### config.mk
export PLATFORM = sky130hd
export DESIGN_NAME = c64_loader
export DESIGN_NICKNAME = d
export VERILOG_FILES = /design/src/design/c64_loader_pkg.sv /design/src/design/mem_wr_if.sv /design/src/design/basic_ptr_init.sv /design/src/design/c64_loader.sv /design/src/design/image_parser.sv /design/src/design/io_slot_writer.sv
export VERILOG_INCLUDE_DIRS = /design/src /design/src/design
export SDC_FILE = /design/constraint.sdc
export NUM_CORES = 1
export LEC_CHECK = 0
export BUFFER_PORTS_ARGS = -buffer_cell sky130_fd_sc_hd__clkbuf_2
export CORE_MARGIN = 4
export CORE_UTILIZATION = 52
export DETAILED_ROUTE_END_ITERATION = 16
export PLACE_DENSITY_LB_ADDON = 0.05
export SKIP_CTS_REPAIR_TIMING = 1
export SYNTH_ARGS = -nofsm -noshare
export SYNTH_HDL_FRONTEND = slang
export SYNTH_SLANG_ARGS = --single-unit
export TNS_END_PERCENT = 1
### constraint.sdc
create_clock -name clk_sys -period 8.45 [get_ports clk_sys]
set_clock_uncertainty 0.1 [all_clocks]
set_input_delay 0.845 -clock clk_sys [delete_from_list [all_inputs] [get_ports clk_sys]]
set_output_delay 0.845 -clock clk_sys [all_outputs]
set_load 0.02 [all_outputs]
### src/design/c64_loader_settings.svh
// ========================================
// C64 loader settings
// Address width, memory bases for the
// cartridge and tape areas, and the zero
// page range of the BASIC pointers
// ========================================

`ifndef C64_LOADER_SETTINGS_SVH
`define C64_LOADER_SETTINGS_SVH

// Width of a system memory address
`define LOAD_ADDR_W 25

// Memory areas for downloaded images
`define CART_BASE 25'h100000
`define TAP_BASE 25'h200000

// CHIP packets start on an 8 KB boundary
`define CART_ALIGN_BITS 13
`define CRT_CHIP_START 25'h40

// Zero page span holding the BASIC pointers
`define PTR_FIRST_ADDR 8'h2B
`define PTR_LAST_ADDR 8'hAF

`endif

### src/design/c64_loader_pkg.sv
// ========================================
// C64 loader package
// File kind decode and cartridge bank
// header layout
// ========================================

`default_nettype none

package c64_loader_pkg;

	// Kind of the file being downloaded
	typedef enum logic [1:0] {
		KIND_PRG   = 2'd0,
		KIND_CRT   = 2'd1,
		KIND_TAP   = 2'd2,
		KIND_OTHER = 2'd3
	} file_kind_e;

	// Bank fields of one CHIP packet, as sent to the cartridge logic
	typedef struct packed {
		logic [7:0]  bank_type;
		logic [15:0] bank_num;
		logic [15:0] laddr;
		logic [15:0] size;
	} cart_bank_t;

	// Map the host menu index to a file kind
	function automatic file_kind_e kind_of_index(input logic [7:0] index);
		file_kind_e kind;
		if (index[5:0] == 6'd4 && index[7:6] == 2'b00)
			kind = KIND_PRG;
		else if (index == 8'h05 || index == 8'hC0)
			kind = KIND_CRT;
		else if (index == 8'h06)
			kind = KIND_TAP;
		else
			kind = KIND_OTHER;
		return kind;
	endfunction

endpackage

`default_nettype wire

### src/design/mem_wr_if.sv
// ========================================
// Memory write request interface
// One byte write from a request source to
// the slot writer, with busy back
// ========================================

`default_nettype none

`include "c64_loader_settings.svh"

interface mem_wr_if;

	logic                    req;
	logic [`LOAD_ADDR_W-1:0] addr;
	logic [7:0]              data;
	// High from the cycle after req until the memory pulse ends
	logic                    busy;

	modport source (output req, output addr, output data, input busy);
	modport sink (input req, input addr, input data, output busy);

endinterface

`default_nettype wire

### src/design/basic_ptr_init.sv
// ========================================
// BASIC pointer init
// Rewrites the zero page BASIC pointers
// after a PRG download, then starts RUN
// ========================================

`default_nettype none

`include "c64_loader_settings.svh"

module basic_ptr_init import c64_loader_pkg::*; (
	input  wire        clk_sys,
	input  wire        reset_n,
	input  wire        ioctl_download_i,
	input  wire [7:0]  ioctl_index_i,
	input  wire [15:0] prg_end_i,
	mem_wr_if.source   wr,
	output logic       run_start_o
);

	logic       dl_d;
	logic       active;
	logic       req_q;
	logic       run_q;
	logic [7:0] zp_addr;

	logic       ptr_hit;
	logic [7:0] ptr_data;
	logic       walk_done;
	logic       step;

	logic [7:0] wr_zp_q;
	logic [7:0] wr_data_q;

	// Values as BASIC LOAD would leave them
	always_comb begin
		ptr_hit  = 1'b1;
		ptr_data = 8'h00;
		case (zp_addr)
			// Program text start, same as after reset
			8'h2B: ptr_data = 8'h01;
			8'h2C: ptr_data = 8'h08;
			// Save start
			8'hAC, 8'hAD: ptr_data = 8'h00;
			// Variables, arrays, strings and load end all point past the program
			8'h2D, 8'h2F, 8'h31, 8'hAE: ptr_data = prg_end_i[7:0];
			8'h2E, 8'h30, 8'h32, 8'hAF: ptr_data = prg_end_i[15:8];
			default: ptr_hit = 1'b0;
		endcase
	end

	assign walk_done = (zp_addr > `PTR_LAST_ADDR);
	// One address per cycle while no write is outstanding
	assign step      = active && !wr.busy && !req_q;

	always_ff @(posedge clk_sys) begin
		if (!reset_n) begin
			dl_d    <= 1'b0;
			active  <= 1'b0;
			req_q   <= 1'b0;
			run_q   <= 1'b0;
			zp_addr <= `PTR_FIRST_ADDR;
		end else begin
			dl_d  <= ioctl_download_i;
			req_q <= 1'b0;
			run_q <= 1'b0;

			if (!active) begin
				if (dl_d && !ioctl_download_i && kind_of_index(ioctl_index_i) == KIND_PRG) begin
					active  <= 1'b1;
					zp_addr <= `PTR_FIRST_ADDR;
				end
			end else if (step) begin
				if (walk_done) begin
					// Last pointer write has left memory
					active <= 1'b0;
					run_q  <= 1'b1;
				end else begin
					zp_addr <= zp_addr + 1'b1;
					req_q   <= ptr_hit;
				end
			end
		end
	end

	always_ff @(posedge clk_sys) begin
		if (step && !walk_done) begin
			wr_zp_q   <= zp_addr;
			wr_data_q <= ptr_data;
		end
	end

	assign wr.req      = req_q;
	assign wr.addr     = {{(`LOAD_ADDR_W-8){1'b0}}, wr_zp_q};
	assign wr.data     = wr_data_q;
	assign run_start_o = run_q;

endmodule

`default_nettype wire

### src/design/c64_loader.sv
// ========================================
// C64 loader top
// Host download to system memory path:
// image parser, BASIC pointer init and
// the slot writer
// ========================================

`default_nettype none

`include "c64_loader_settings.svh"

module c64_loader import c64_loader_pkg::*; (
	input  wire                     clk_sys,
	input  wire                     reset_n,
	// Host download port
	input  wire                     ioctl_download_i,
	input  wire [7:0]               ioctl_index_i,
	input  wire [`LOAD_ADDR_W-1:0]  ioctl_addr_i,
	input  wire [7:0]               ioctl_data_i,
	input  wire                     ioctl_wr_i,
	output logic                    ioctl_wait_o,
	// Memory slot port
	input  wire                     io_cycle_i,
	output logic                    mem_ce_o,
	output logic                    mem_we_o,
	output logic [`LOAD_ADDR_W-1:0] mem_addr_o,
	output logic [7:0]              mem_data_o,
	// Image info
	output logic [15:0]             prg_end_o,
	output logic [15:0]             cart_id_o,
	output logic [7:0]              cart_exrom_o,
	output logic [7:0]              cart_game_o,
	output logic [7:0]              cart_bank_type_o,
	output logic [15:0]             cart_bank_num_o,
	output logic [15:0]             cart_bank_laddr_o,
	output logic [15:0]             cart_bank_size_o,
	output logic                    cart_bank_wr_o,
	output logic                    cart_attached_o,
	output logic                    run_start_o
);

	cart_bank_t cart_bank;

	mem_wr_if prs_wr ();
	mem_wr_if ptr_wr ();

	image_parser image_parser_i (
		.clk_sys          (clk_sys),
		.reset_n          (reset_n),
		.ioctl_download_i (ioctl_download_i),
		.ioctl_index_i    (ioctl_index_i),
		.ioctl_addr_i     (ioctl_addr_i),
		.ioctl_data_i     (ioctl_data_i),
		.ioctl_wr_i       (ioctl_wr_i),
		.wr               (prs_wr.source),
		.prg_end_o        (prg_end_o),
		.cart_id_o        (cart_id_o),
		.cart_exrom_o     (cart_exrom_o),
		.cart_game_o      (cart_game_o),
		.cart_bank_o      (cart_bank),
		.cart_bank_wr_o   (cart_bank_wr_o),
		.cart_attached_o  (cart_attached_o)
	);

	basic_ptr_init basic_ptr_init_i (
		.clk_sys          (clk_sys),
		.reset_n          (reset_n),
		.ioctl_download_i (ioctl_download_i),
		.ioctl_index_i    (ioctl_index_i),
		.prg_end_i        (prg_end_o),
		.wr               (ptr_wr.source),
		.run_start_o      (run_start_o)
	);

	io_slot_writer io_slot_writer_i (
		.clk_sys    (clk_sys),
		.reset_n    (reset_n),
		.io_cycle_i (io_cycle_i),
		.prs        (prs_wr.sink),
		.ptr        (ptr_wr.sink),
		.mem_ce_o   (mem_ce_o),
		.mem_we_o   (mem_we_o),
		.mem_addr_o (mem_addr_o),
		.mem_data_o (mem_data_o)
	);

	// Host holds off while either source has a write in flight
	assign ioctl_wait_o = prs_wr.busy | ptr_wr.busy;

	assign cart_bank_type_o  = cart_bank.bank_type;
	assign cart_bank_num_o   = cart_bank.bank_num;
	assign cart_bank_laddr_o = cart_bank.laddr;
	assign cart_bank_size_o  = cart_bank.size;

endmodule

`default_nettype wire

### src/design/image_parser.sv
// ========================================
// Image parser
// Turns the host byte stream of PRG, CRT
// and TAP files into memory write requests
// and captures the cartridge header fields
// ========================================

`default_nettype none

`include "c64_loader_settings.svh"

module image_parser import c64_loader_pkg::*; (
	input  wire                    clk_sys,
	input  wire                    reset_n,
	input  wire                    ioctl_download_i,
	input  wire [7:0]              ioctl_index_i,
	input  wire [`LOAD_ADDR_W-1:0] ioctl_addr_i,
	input  wire [7:0]              ioctl_data_i,
	input  wire                    ioctl_wr_i,
	mem_wr_if.source               wr,
	output logic [15:0]            prg_end_o,
	output logic [15:0]            cart_id_o,
	output logic [7:0]             cart_exrom_o,
	output logic [7:0]             cart_game_o,
	output cart_bank_t             cart_bank_o,
	output logic                   cart_bank_wr_o,
	output logic                   cart_attached_o
);

	file_kind_e              kind;
	logic                    strobe;
	logic                    chip_area;
	logic                    pkt_start;
	logic                    pkt_hdr;
	logic                    data_byte;
	logic [`LOAD_ADDR_W-1:0] cur_addr;

	logic                    dl_d;
	logic                    req_q;
	logic                    bank_wr_q;
	logic                    attached_q;
	logic [3:0]              hdr_cnt;
	logic [31:0]             blk_len;
	logic [`LOAD_ADDR_W-1:0] load_addr;

	logic [`LOAD_ADDR_W-1:0] wr_addr_q;
	logic [7:0]              wr_data_q;
	logic [15:0]             prg_end_q;
	logic [15:0]             cart_id_q;
	logic [7:0]              exrom_q;
	logic [7:0]              game_q;
	cart_bank_t              bank_q;

	// ========================================
	// Byte classification
	// ========================================
	assign kind      = kind_of_index(ioctl_index_i);
	assign strobe    = ioctl_download_i & ioctl_wr_i;
	assign chip_area = (kind == KIND_CRT) && (ioctl_addr_i >= `CRT_CHIP_START);
	// First byte of a CHIP packet, once the previous block is used up
	assign pkt_start = chip_area && (blk_len == '0) && (hdr_cnt == '0);
	assign pkt_hdr   = chip_area && (hdr_cnt != '0);

	always_comb begin
		case (kind)
			KIND_PRG: data_byte = (ioctl_addr_i > 'd1);
			KIND_CRT: data_byte = chip_area && !pkt_start && !pkt_hdr;
			KIND_TAP: data_byte = 1'b1;
			default:  data_byte = 1'b0;
		endcase
	end

	// Tape data starts at its base with the very first byte
	assign cur_addr = (kind == KIND_TAP && ioctl_addr_i == '0) ? `TAP_BASE : load_addr;

	// ========================================
	// Counters and strobes
	// ========================================
	always_ff @(posedge clk_sys) begin
		if (!reset_n) begin
			dl_d       <= 1'b0;
			req_q      <= 1'b0;
			bank_wr_q  <= 1'b0;
			attached_q <= 1'b0;
			hdr_cnt    <= '0;
			blk_len    <= '0;
			load_addr  <= '0;
		end else begin
			dl_d      <= ioctl_download_i;
			req_q     <= strobe & data_byte;
			bank_wr_q <= strobe & pkt_hdr & (hdr_cnt == 4'd15);

			if (strobe) begin
				if (data_byte)
					load_addr <= cur_addr + 1'b1;

				if (kind == KIND_PRG) begin
					// Load address header, low byte first
					if (ioctl_addr_i == 'd0)
						load_addr <= {{(`LOAD_ADDR_W-8){1'b0}}, ioctl_data_i};
					if (ioctl_addr_i == 'd1)
						load_addr[15:8] <= ioctl_data_i;
				end

				if (kind == KIND_CRT) begin
					if (ioctl_addr_i == 'd0) begin
						load_addr <= `CART_BASE;
						blk_len   <= '0;
						hdr_cnt   <= '0;
					end

					if (pkt_start) begin
						hdr_cnt <= 4'd1;
						// Round up to the next 8 KB boundary
						if (load_addr[`CART_ALIGN_BITS-1:0] != '0) begin
							load_addr[`CART_ALIGN_BITS-1:0] <= '0;
							load_addr[`LOAD_ADDR_W-1:`CART_ALIGN_BITS] <=
								load_addr[`LOAD_ADDR_W-1:`CART_ALIGN_BITS] + 1'b1;
						end
					end else if (pkt_hdr) begin
						// Wraps to zero after byte 15
						hdr_cnt <= hdr_cnt + 1'b1;
						case (hdr_cnt)
							4'd4: blk_len[31:24] <= ioctl_data_i;
							4'd5: blk_len[23:16] <= ioctl_data_i;
							4'd6: blk_len[15:8]  <= ioctl_data_i;
							4'd7: blk_len[7:0]   <= ioctl_data_i;
							// Packet length includes its own 16 byte header
							4'd8: blk_len        <= blk_len - 32'd16;
							default: ;
						endcase
					end else if (data_byte) begin
						blk_len <= blk_len - 1'b1;
					end
				end
			end

			// Attached after a complete cartridge download, dropped when a new one starts
			if (kind == KIND_CRT && dl_d != ioctl_download_i)
				attached_q <= dl_d;
		end
	end

	// ========================================
	// Write payload and header fields
	// ========================================
	always_ff @(posedge clk_sys) begin
		if (strobe) begin
			if (data_byte) begin
				wr_addr_q <= cur_addr;
				wr_data_q <= ioctl_data_i;
			end

			if (kind == KIND_PRG) begin
				if (ioctl_addr_i == 'd0)
					prg_end_q[7:0] <= ioctl_data_i;
				else if (ioctl_addr_i == 'd1)
					prg_end_q[15:8] <= ioctl_data_i;
				else
					prg_end_q <= prg_end_q + 1'b1;
			end

			if (kind == KIND_CRT) begin
				// Cartridge id is stored big endian
				if (ioctl_addr_i == 'h16)
					cart_id_q[15:8] <= ioctl_data_i;
				if (ioctl_addr_i == 'h17)
					cart_id_q[7:0] <= ioctl_data_i;
				if (ioctl_addr_i == 'h18)
					exrom_q <= ioctl_data_i;
				if (ioctl_addr_i == 'h19)
					game_q <= ioctl_data_i;

				if (pkt_hdr) begin
					case (hdr_cnt)
						4'd9:  bank_q.bank_type      <= ioctl_data_i;
						4'd10: bank_q.bank_num[15:8] <= ioctl_data_i;
						4'd11: bank_q.bank_num[7:0]  <= ioctl_data_i;
						4'd12: bank_q.laddr[15:8]    <= ioctl_data_i;
						4'd13: bank_q.laddr[7:0]     <= ioctl_data_i;
						4'd14: bank_q.size[15:8]     <= ioctl_data_i;
						4'd15: bank_q.size[7:0]      <= ioctl_data_i;
						default: ;
					endcase
				end
			end
		end
	end

	assign wr.req          = req_q;
	assign wr.addr         = wr_addr_q;
	assign wr.data         = wr_data_q;
	assign prg_end_o       = prg_end_q;
	assign cart_id_o       = cart_id_q;
	assign cart_exrom_o    = exrom_q;
	assign cart_game_o     = game_q;
	assign cart_bank_o     = bank_q;
	assign cart_bank_wr_o  = bank_wr_q;
	assign cart_attached_o = attached_q;

endmodule

`default_nettype wire

### src/design/io_slot_writer.sv
// ========================================
// IO slot writer
// Holds one pending write and places it in
// the next free memory slot
// ========================================

`default_nettype none

`include "c64_loader_settings.svh"

module io_slot_writer (
	input  wire                     clk_sys,
	input  wire                     reset_n,
	input  wire                     io_cycle_i,
	mem_wr_if.sink                  prs,
	mem_wr_if.sink                  ptr,
	output logic                    mem_ce_o,
	output logic                    mem_we_o,
	output logic [`LOAD_ADDR_W-1:0] mem_addr_o,
	output logic [7:0]              mem_data_o
);

	logic                    io_d;
	logic                    pending;
	logic                    busy_q;
	logic                    src_ptr;
	logic                    ce_q;
	logic                    we_q;
	logic [`LOAD_ADDR_W-1:0] addr_q;
	logic [7:0]              data_q;

	logic                    slot_fall;
	logic                    slot_hold;
	logic                    take;

	// Slot opens as io_cycle falls, closes on its second high cycle
	assign slot_fall = !io_cycle_i && io_d;
	assign slot_hold = io_cycle_i && io_d;
	assign take      = ptr.req || prs.req;

	always_ff @(posedge clk_sys) begin
		if (!reset_n) begin
			io_d    <= 1'b0;
			pending <= 1'b0;
			busy_q  <= 1'b0;
			src_ptr <= 1'b0;
			ce_q    <= 1'b0;
			we_q    <= 1'b0;
		end else begin
			io_d <= io_cycle_i;

			if (take) begin
				pending <= 1'b1;
				busy_q  <= 1'b1;
				// Pointer sequencer wins a tie
				src_ptr <= ptr.req;
			end

			if (slot_fall && pending) begin
				pending <= 1'b0;
				ce_q    <= 1'b1;
				we_q    <= 1'b1;
			end

			if (slot_hold && we_q) begin
				ce_q   <= 1'b0;
				we_q   <= 1'b0;
				busy_q <= 1'b0;
			end
		end
	end

	always_ff @(posedge clk_sys) begin
		if (take) begin
			addr_q <= ptr.req ? ptr.addr : prs.addr;
			data_q <= ptr.req ? ptr.data : prs.data;
		end
	end

	// Busy goes back only to the source that owns the write
	assign prs.busy   = busy_q && !src_ptr;
	assign ptr.busy   = busy_q && src_ptr;
	assign mem_ce_o   = ce_q;
	assign mem_we_o   = we_q;
	assign mem_addr_o = addr_q;
	assign mem_data_o = data_q;

endmodule

`default_nettype wire

==> flow_summary.toml, run 1 <==
[synthesis]
synth_cells = 1280
largest_family_of_logic_cells_by_synthesized_area = "simple AND/OR/NAND/NOR gates"
synth_xor_xnor_area_share_pct = 2.75
yosys_warns = 0
post_synth_fa_ha_maj_area_fraction_pct = 1.34
synth_compound_gate_area_share_pct = 16.1
synth.area.mux_share_pct = 1.54
syn_area_um2 = 13000
post_synth.cell_area_avg_um2 = 10.2
yosys_register_bits = 267
count_of_flip_flops_with_a_built_in_enable_after_synthesis = 186
synthSimpleGateAreaFrac_pct = 19.4
asr_flop_ratio_synth_pct = 0
yosysUniqueCellTypes = 81
ys.flop_type = "sky130_fd_sc_hd__edfxtp_1"
mappedNetlistNets = 1340
seq_area_frac_synth_pct = 55.3

[timing]
totalNegativeSetupSlack_ns = 0
final_critical_path_setup_slack_ns = 3.80
fin_crit_sh_pct = 55.0
setup_viol = 0
worst_pin_slew_ns = 1.25
worst_slew_margin_rel_pct = 16.5
final_hold_viol_count = 0
timing.fmax_mhz = 215
finalWorstPathRequiredPeriod_ns = 4.65
grt_setup_unrepaired = "no"
final_max_slew_viol_count = 0

[setup_path]
crit_fanout = 30
timing.critical_path.from_type = "input pin"
cp_data_arrival_time_ns = 4.99
critPathMaxStageDelay_ns = 0.98
ws_path_type = "in2reg"
critical-path-slowest-cell = "sky130_fd_sc_hd__o41ai_1"
worstPathCellList = "clkbuf_2 -> nor4_1 -> nand4_1 -> o41ai_1 -> o31a_2 -> a21oi_1 -> nor2_1 -> o21ai_0 -> o311ai_0"
worst-endpoint-required_ns = 8.79
worstSetupEndpointType = "flip-flop"

[global_routing]
grt_use_total_pct = 26.3
grt_pass1_vias = 10200
grt_util_met1_pct = 37.0
top_usage_layer = "met2"
grt_first_pass_wirelength_um = 58600
groute.layer.met3.usage_pct = 5.12
antenna_found_initial = 0
grt-ovfl-total = 0
met2_capacity_usage_during_global_routing_pct = 42.4
grt_start_max_net_pins = 36

[power]
clock_power_share_pct = 47.5
max-vdd-ir-drop_mv = 0.135
switching_power_w = 0.000582
pwr-share-comb_pct = 2.5
seq_power_share_pct = 50.1
p_int_w = 0.00220
power-per-cell-area_nw_per_um2 = 184
leakage_power_summed_over_all_cells_nw = 5.56
switching_share_pct = 20.9

[detailed_routing]
totalWireLength_um = 37700
dr.pass1.iters = 5
drt-initial-drc-count = 1259
dr_total_vias = 10900
via_density_per_instance = 6.14
remaining_drc_errors = 0
detail_route.wl_per_cell_um = 21.3
detail-route-antenna-nets = 0

[cells_and_area]
final_cell_count_no_fill = 1770
drive_gt1_share_pct = 20.3
n_antenna_cell = 0
layout-area-overhead-vs-synth_pct = 16.0
net_count_final = 1484

[floorplan]
floorplan.rows = 57
fp.dieArea_um2 = 27700
fp.dieW_um = 166
floorplan.core_area_um2 = 24500
design.portCount = 189
chipHeight_um = 166
initial_utilization_pct = 53.3

[job]
cap_viol_max_count = 0

[clock_tree]
h-tree-depth = 1
cell_at_the_root_of_the_clock_tree = "sky130_fd_sc_hd__clkbuf_16"
clk_pin_slew_worst_paths_ns = 0.06
clk_path_buf_depth = 3
clock_insertion_delay_worst_skew_ns = 0.55
clock_tree_from_tritoncts = "done"
cts.sink_count = 267
cts_inserted_buffers = 28

[placement]
placement.setup.worst_slack_ns = 3.38
place.gp.congestion = 0.917
port-buffer-count = 188
detailedPlacementHpwl_um = 25100
placed_cells = 1718

[status]
run_status = "finished, final reports clean"

[hold_path]
min_path_type = "reg2reg"
## power groups by stage
stage	Sequential [W]	Clock, W	Combinational [W]
2_1_floorplan	0.00142	0	0.0000283
3_3_place_gp	0.00142	0	0.0000666
3_5_place_dp	0.00142	0	0.0000671
4_1_cts	0.00139	0.00134	0.0000674
5_1_grt	0.00139	0.00140	0.0000731
6_report	0.00139	0.00132	0.0000688
## registers in the layout, indices dropped and copies added (netlist names), 4 cells and up
name and cells:
basic_ptr_init_i.wr.data 8, image_parser_i.cart_exrom_o 8, image_parser_i.cart_game_o 8, image_parser_i.cart_id_o 16
io_slot_writer_i.mem_addr_o 25, image_parser_i.hdr_cnt 4, image_parser_i.wr.addr 25, image_parser_i.prg_end_o 16
image_parser_i.wr.data 8, io_slot_writer_i.mem_data_o 8, image_parser_i.cart_bank_o 56, image_parser_i.blk_len 32
image_parser_i.load_addr 25, basic_ptr_init_i.zp_addr 8, basic_ptr_init_i.wr_zp_q 8
## cells in the final DEF (no fill, tap or decap), types with 9 or more instances in the layout
cell and count:
sky130_fd_sc_hd__nand4_1 12, sky130_fd_sc_hd__nor3_1 30, sky130_fd_sc_hd__or4_1 9, sky130_fd_sc_hd__nor2b_1 45, sky130_fd_sc_hd__nand2_1 140, sky130_fd_sc_hd__ha_1 14, sky130_fd_sc_hd__dfxtp_1 81, sky130_fd_sc_hd__mux2_2 17
sky130_fd_sc_hd__and2_1 19, sky130_fd_sc_hd__nand3_1 46, sky130_fd_sc_hd__o21ai_1 15, sky130_fd_sc_hd__nor2_1 113, sky130_fd_sc_hd__inv_1 20, sky130_fd_sc_hd__o22ai_1 17, sky130_fd_sc_hd__edfxtp_1 186, sky130_fd_sc_hd__or3_1 11
sky130_fd_sc_hd__clkbuf_16 29, sky130_fd_sc_hd__xnor2_1 21, sky130_fd_sc_hd__xor2_1 20, sky130_fd_sc_hd__nor4_1 20, sky130_fd_sc_hd__a21oi_1 78, sky130_fd_sc_hd__buf_4 15, sky130_fd_sc_hd__a22o_1 14, sky130_fd_sc_hd__and3_1 24
sky130_fd_sc_hd__a31oi_1 23, sky130_fd_sc_hd__o211ai_1 10, sky130_fd_sc_hd__clkbuf_2 188, sky130_fd_sc_hd__o21ai_0 80
## critical path: cells and delay by family
kind            cells  cell delay, ns
compound gates      5            2.35
simple gates        3            1.67
buf+inv             1            0.10
## logic make-up (layout without fill, tap and decap cells)
group / after synthesis / in the layout
DFF: 267 / 267
adders and majority gates: 14 / 14
and+or+nand+nor: 506 / 506
muxes: 18 / 18
buffers and inverters: 110 / 276
AOI/OAI and AO/OA: 324 / 324
xor gates and xnor gates: 41 / 41
## layer usage
| metal | part of all wire, % | wire length [µm] |
|---|---|---|
| met5 | 0 | 0 |
| met4 | 2.0 | 757 |
| met2 | 47 | 17600 |
| met1 | 42 | 16000 |
| met3 | 8.9 | 3360 |
## cells in the mapped netlist, types with 7 or more instances
cell,instances,area (µm²)
sky130_fd_sc_hd__edfxtp_1,186,5590
sky130_fd_sc_hd__nand2_1,140,526
sky130_fd_sc_hd__nor2_1,114,428
sky130_fd_sc_hd__dfxtp_1,81,1620
sky130_fd_sc_hd__o21ai_0,80,400
sky130_fd_sc_hd__a21oi_1,78,390
sky130_fd_sc_hd__clkbuf_1,64,240
sky130_fd_sc_hd__nand3_1,46,230
sky130_fd_sc_hd__nor2b_1,45,282
sky130_fd_sc_hd__nor3_1,30,150
sky130_fd_sc_hd__and3_1,24,150
sky130_fd_sc_hd__a31oi_1,23,144
sky130_fd_sc_hd__xnor2_1,21,184
sky130_fd_sc_hd__inv_1,20,75.1
sky130_fd_sc_hd__nor4_1,20,125
sky130_fd_sc_hd__xor2_1,20,175
sky130_fd_sc_hd__and2_1,19,119
sky130_fd_sc_hd__mux2_2,17,191
sky130_fd_sc_hd__o22ai_1,17,106
sky130_fd_sc_hd__o21ai_1,15,75.1
sky130_fd_sc_hd__a22o_1,14,123
sky130_fd_sc_hd__ha_1,14,175
sky130_fd_sc_hd__nand4_1,12,75.1
sky130_fd_sc_hd__or3_1,11,68.8
sky130_fd_sc_hd__o211ai_1,10,75.1
sky130_fd_sc_hd__buf_2,9,45.0
sky130_fd_sc_hd__or4_1,9,67.6
sky130_fd_sc_hd__a211oi_1,7,52.6
sky130_fd_sc_hd__a221oi_1,7,61.3
sky130_fd_sc_hd__clkbuf_2,7,35.0
## path summary, 6_finish.rpt
path                        startpoint                        endpoint  slack (ns)  depth (start not counted)
max                   ioctl_addr_i[21]       image_parser_i.blk_len[9]        3.80                          9
min                image_parser_i.dl_d  image_parser_i.cart_attached_o        0.36                          2
max reg2reg  image_parser_i.blk_len[5]       image_parser_i.blk_len[9]        3.98                         10
min reg2reg        image_parser_i.dl_d  image_parser_i.cart_attached_o        0.36                          2
## through the flow
stage / instance area (µm²) / total power [W] / utilization (%) / hold slack, ns
6_report: 15100 / 0.00278 / 61.9 / 0.358
5_1_grt: 15100 / 0.00287 / 61.9 / 0.391
4_1_cts: 15100 / 0.00280 / 61.9 / 0.359
3_5_place_dp: 14100 / 0.00149 / 57.8 / 0.350
3_3_place_gp: 14100 / 0.00149 / 57.8 / 0.344
2_1_floorplan: 13000 / 0.00145 / - / 0.306
## cell type report
class / count / area (µm²)
fillers: 2067 / 9330
repair buffers: 203 / 1050
clock buffers: 31 / 743
multi-input cells: 903 / 5390
flip-flops and latches: 267 / 7210
well taps: 324 / 405
inverters: 21 / 78.8
clock inverters: 21 / 255
Note: power is estimated with default switching activity, not from simulation.
==> inputs of run 2 (changes only) <==
Clock period 8.45 ns to 4.7 ns, I/O delays scaled along.
==> run 2 against run 1 <==
Net effect: die area unchanged; sequential share of layout area shrank 0.055 points; register-to-register slack got worse by 3.0 ns; sequential power up 81%; first-iteration DRC count decreased by 3.3%; utilization up 0.072 points; critical path depth up 1; routed wire length up 1.5%; critical endpoint is now image_parser_i.blk_len[3]; largest cell class unchanged; largest power group unchanged; highest routed layer unchanged.
==> flow_summary.toml, run 2 (same netlist as run 1, synthesis figures left out) <==
[global_routing]
grt_first_pass_wirelength_um = 59600
grt_start_max_net_pins = 36
grt-ovfl-total = 0
grt_pass1_vias = 10300
antenna_found_initial = 0
grt_use_total_pct = 26.6

[power]
leakage_power_summed_over_all_cells_nw = 5.57
max-vdd-ir-drop_mv = 0.220
power-per-cell-area_nw_per_um2 = 323

[timing]
worst_pin_slew_ns = 1.17
fin_crit_sh_pct = 80.1
setup_viol = 0
totalNegativeSetupSlack_ns = 0
final_max_slew_viol_count = 0
worst_hold_slack_ns = 0.0585
worst_slew_margin_rel_pct = 21.3
final_critical_path_setup_slack_ns = 0.934
final_hold_viol_count = 0
finalWorstPathRequiredPeriod_ns = 3.77
timing.fmax_mhz = 266
grt_setup_unrepaired = "no"

[cells_and_area]
final_common_cell = "sky130_fd_sc_hd__clkbuf_2"
drive_gt1_share_pct = 20.3
mostFrequentLayoutCells = "188 x sky130_fd_sc_hd__clkbuf_2, 186 x sky130_fd_sc_hd__edfxtp_1, 140 x sky130_fd_sc_hd__nand2_1"
largest_register_ff_count = 56
layout-area-overhead-vs-synth_pct = 16.2
n_antenna_cell = 0
net_count_final = 1493
finalCoreUtilization_pct = 61.9

[floorplan]
initial_utilization_pct = 53.3
fp.dieW_um = 166
floorplan.rows = 57
design.portCount = 189
floorplan.core_area_um2 = 24500
chipHeight_um = 166
fp.dieArea_um2 = 27700

[setup_path]
worst-endpoint-required_ns = 5.08
timing.critical_path.from_type = "flip-flop"
crit_fanout = 19
ws_path_type = "reg2reg"
worstSetupEndpointType = "flip-flop"
cp_data_arrival_time_ns = 4.14

[clock_tree]
clock_insertion_delay_worst_skew_ns = 0.56
clk_pin_slew_worst_paths_ns = 0.07
cell_at_the_root_of_the_clock_tree = "sky130_fd_sc_hd__clkbuf_16"
cts_inserted_buffers = 28
cts.sink_count = 267
clk_path_buf_depth = 3
h-tree-depth = 1
clock_tree_from_tritoncts = "done"

[detailed_routing]
totalWireLength_um = 38300
detail-route-antenna-nets = 0
drt-initial-drc-count = 1218
dr_total_vias = 11100
detail_route.wl_per_cell_um = 21.5
via_density_per_instance = 6.22
remaining_drc_errors = 0
dr.pass1.iters = 5

[hold_path]
min_path_type = "in2reg"

[placement]
placement.setup.worst_slack_ns = 0.784
place.gp.congestion = 0.905
port-buffer-count = 188
detailedPlacementHpwl_um = 25600

[job]
cap_viol_max_count = 0

[status]
run_status = "finished, final reports clean"
-- run 2: cell types whose count changed in the layout (fill, tap and decap cells not counted), sizes merged --
cell      change
clkinv        -3
buf           +9
inv           -1
bufinv        -3
clkinvlp      +2
clkbuf        +5
-- run 2: per-layer routing --
metal,part of all wire (%),vias to the layer above,GRT usage (%)
met1,43,5264,38.9
met5,0,-,0
met3,9.3,111,4.31
li1,-,5086,-
met4,3.4,0,8.75
met2,44,607,41.0
-- run 2: final timing paths --
kind                             startpoint                        end  slack, ns  cells after the start
setup / recovery  image_parser_i.blk_len[4]  image_parser_i.blk_len[3]       0.93                     10
hold / removal                   io_cycle_i  io_slot_writer_i.mem_ce_o       0.06                      2
setup reg to reg  image_parser_i.blk_len[4]  image_parser_i.blk_len[3]       0.93                     10
hold reg to reg     basic_ptr_init_i.active    basic_ptr_init_i.active       0.36                      2
-- run 2: power by group --
| part | switching [W] | total, W | internal [W] |
|---|---|---|---|
| logic | 0.0000922 | 0.000124 | 0.0000316 |
| registers | 0.00000383 | 0.00251 | 0.00250 |
| clock network | 0.000942 | 0.00227 | 0.00133 |
| total | 0.00104 | 0.00490 | 0.00386 |
-- run 2: through the flow --
step | cell area, µm² | total power [W] | instances
after floorplan | 13000 | 0.00261 | 1280
after global placement | 14200 | 0.00268 | 1727
after global routing | 15100 | 0.00505 | 1779
after CTS | 15100 | 0.00492 | 1779
final | 15100 | 0.00490 | 1779
after detailed placement | 14200 | 0.00268 | 1727
-- run 2: final cells by class --
cell class | count | area [µm²]
timing repair buffer | 212 | 1120
sequential | 267 | 7210
clock buffer | 36 | 805
clock inverter | 16 | 149
inverter | 21 | 78.8
multi-input combinational | 903 | 5380
tap | 324 | 405
fill | 1995 | 9310
-- run 2: critical path: stages, from the launching register on --
cell,delay (ns)
sky130_fd_sc_hd__dfxtp_1,0.38
sky130_fd_sc_hd__inv_1,0.09
sky130_fd_sc_hd__ha_1,0.25
sky130_fd_sc_hd__or4b_4,0.53
sky130_fd_sc_hd__or4_4,0.62
sky130_fd_sc_hd__nor4_4,0.30
sky130_fd_sc_hd__o31a_2,0.54
sky130_fd_sc_hd__buf_4,0.30
sky130_fd_sc_hd__o22ai_1,0.11
sky130_fd_sc_hd__or3_1,0.32
sky130_fd_sc_hd__a21oi_1,0.15
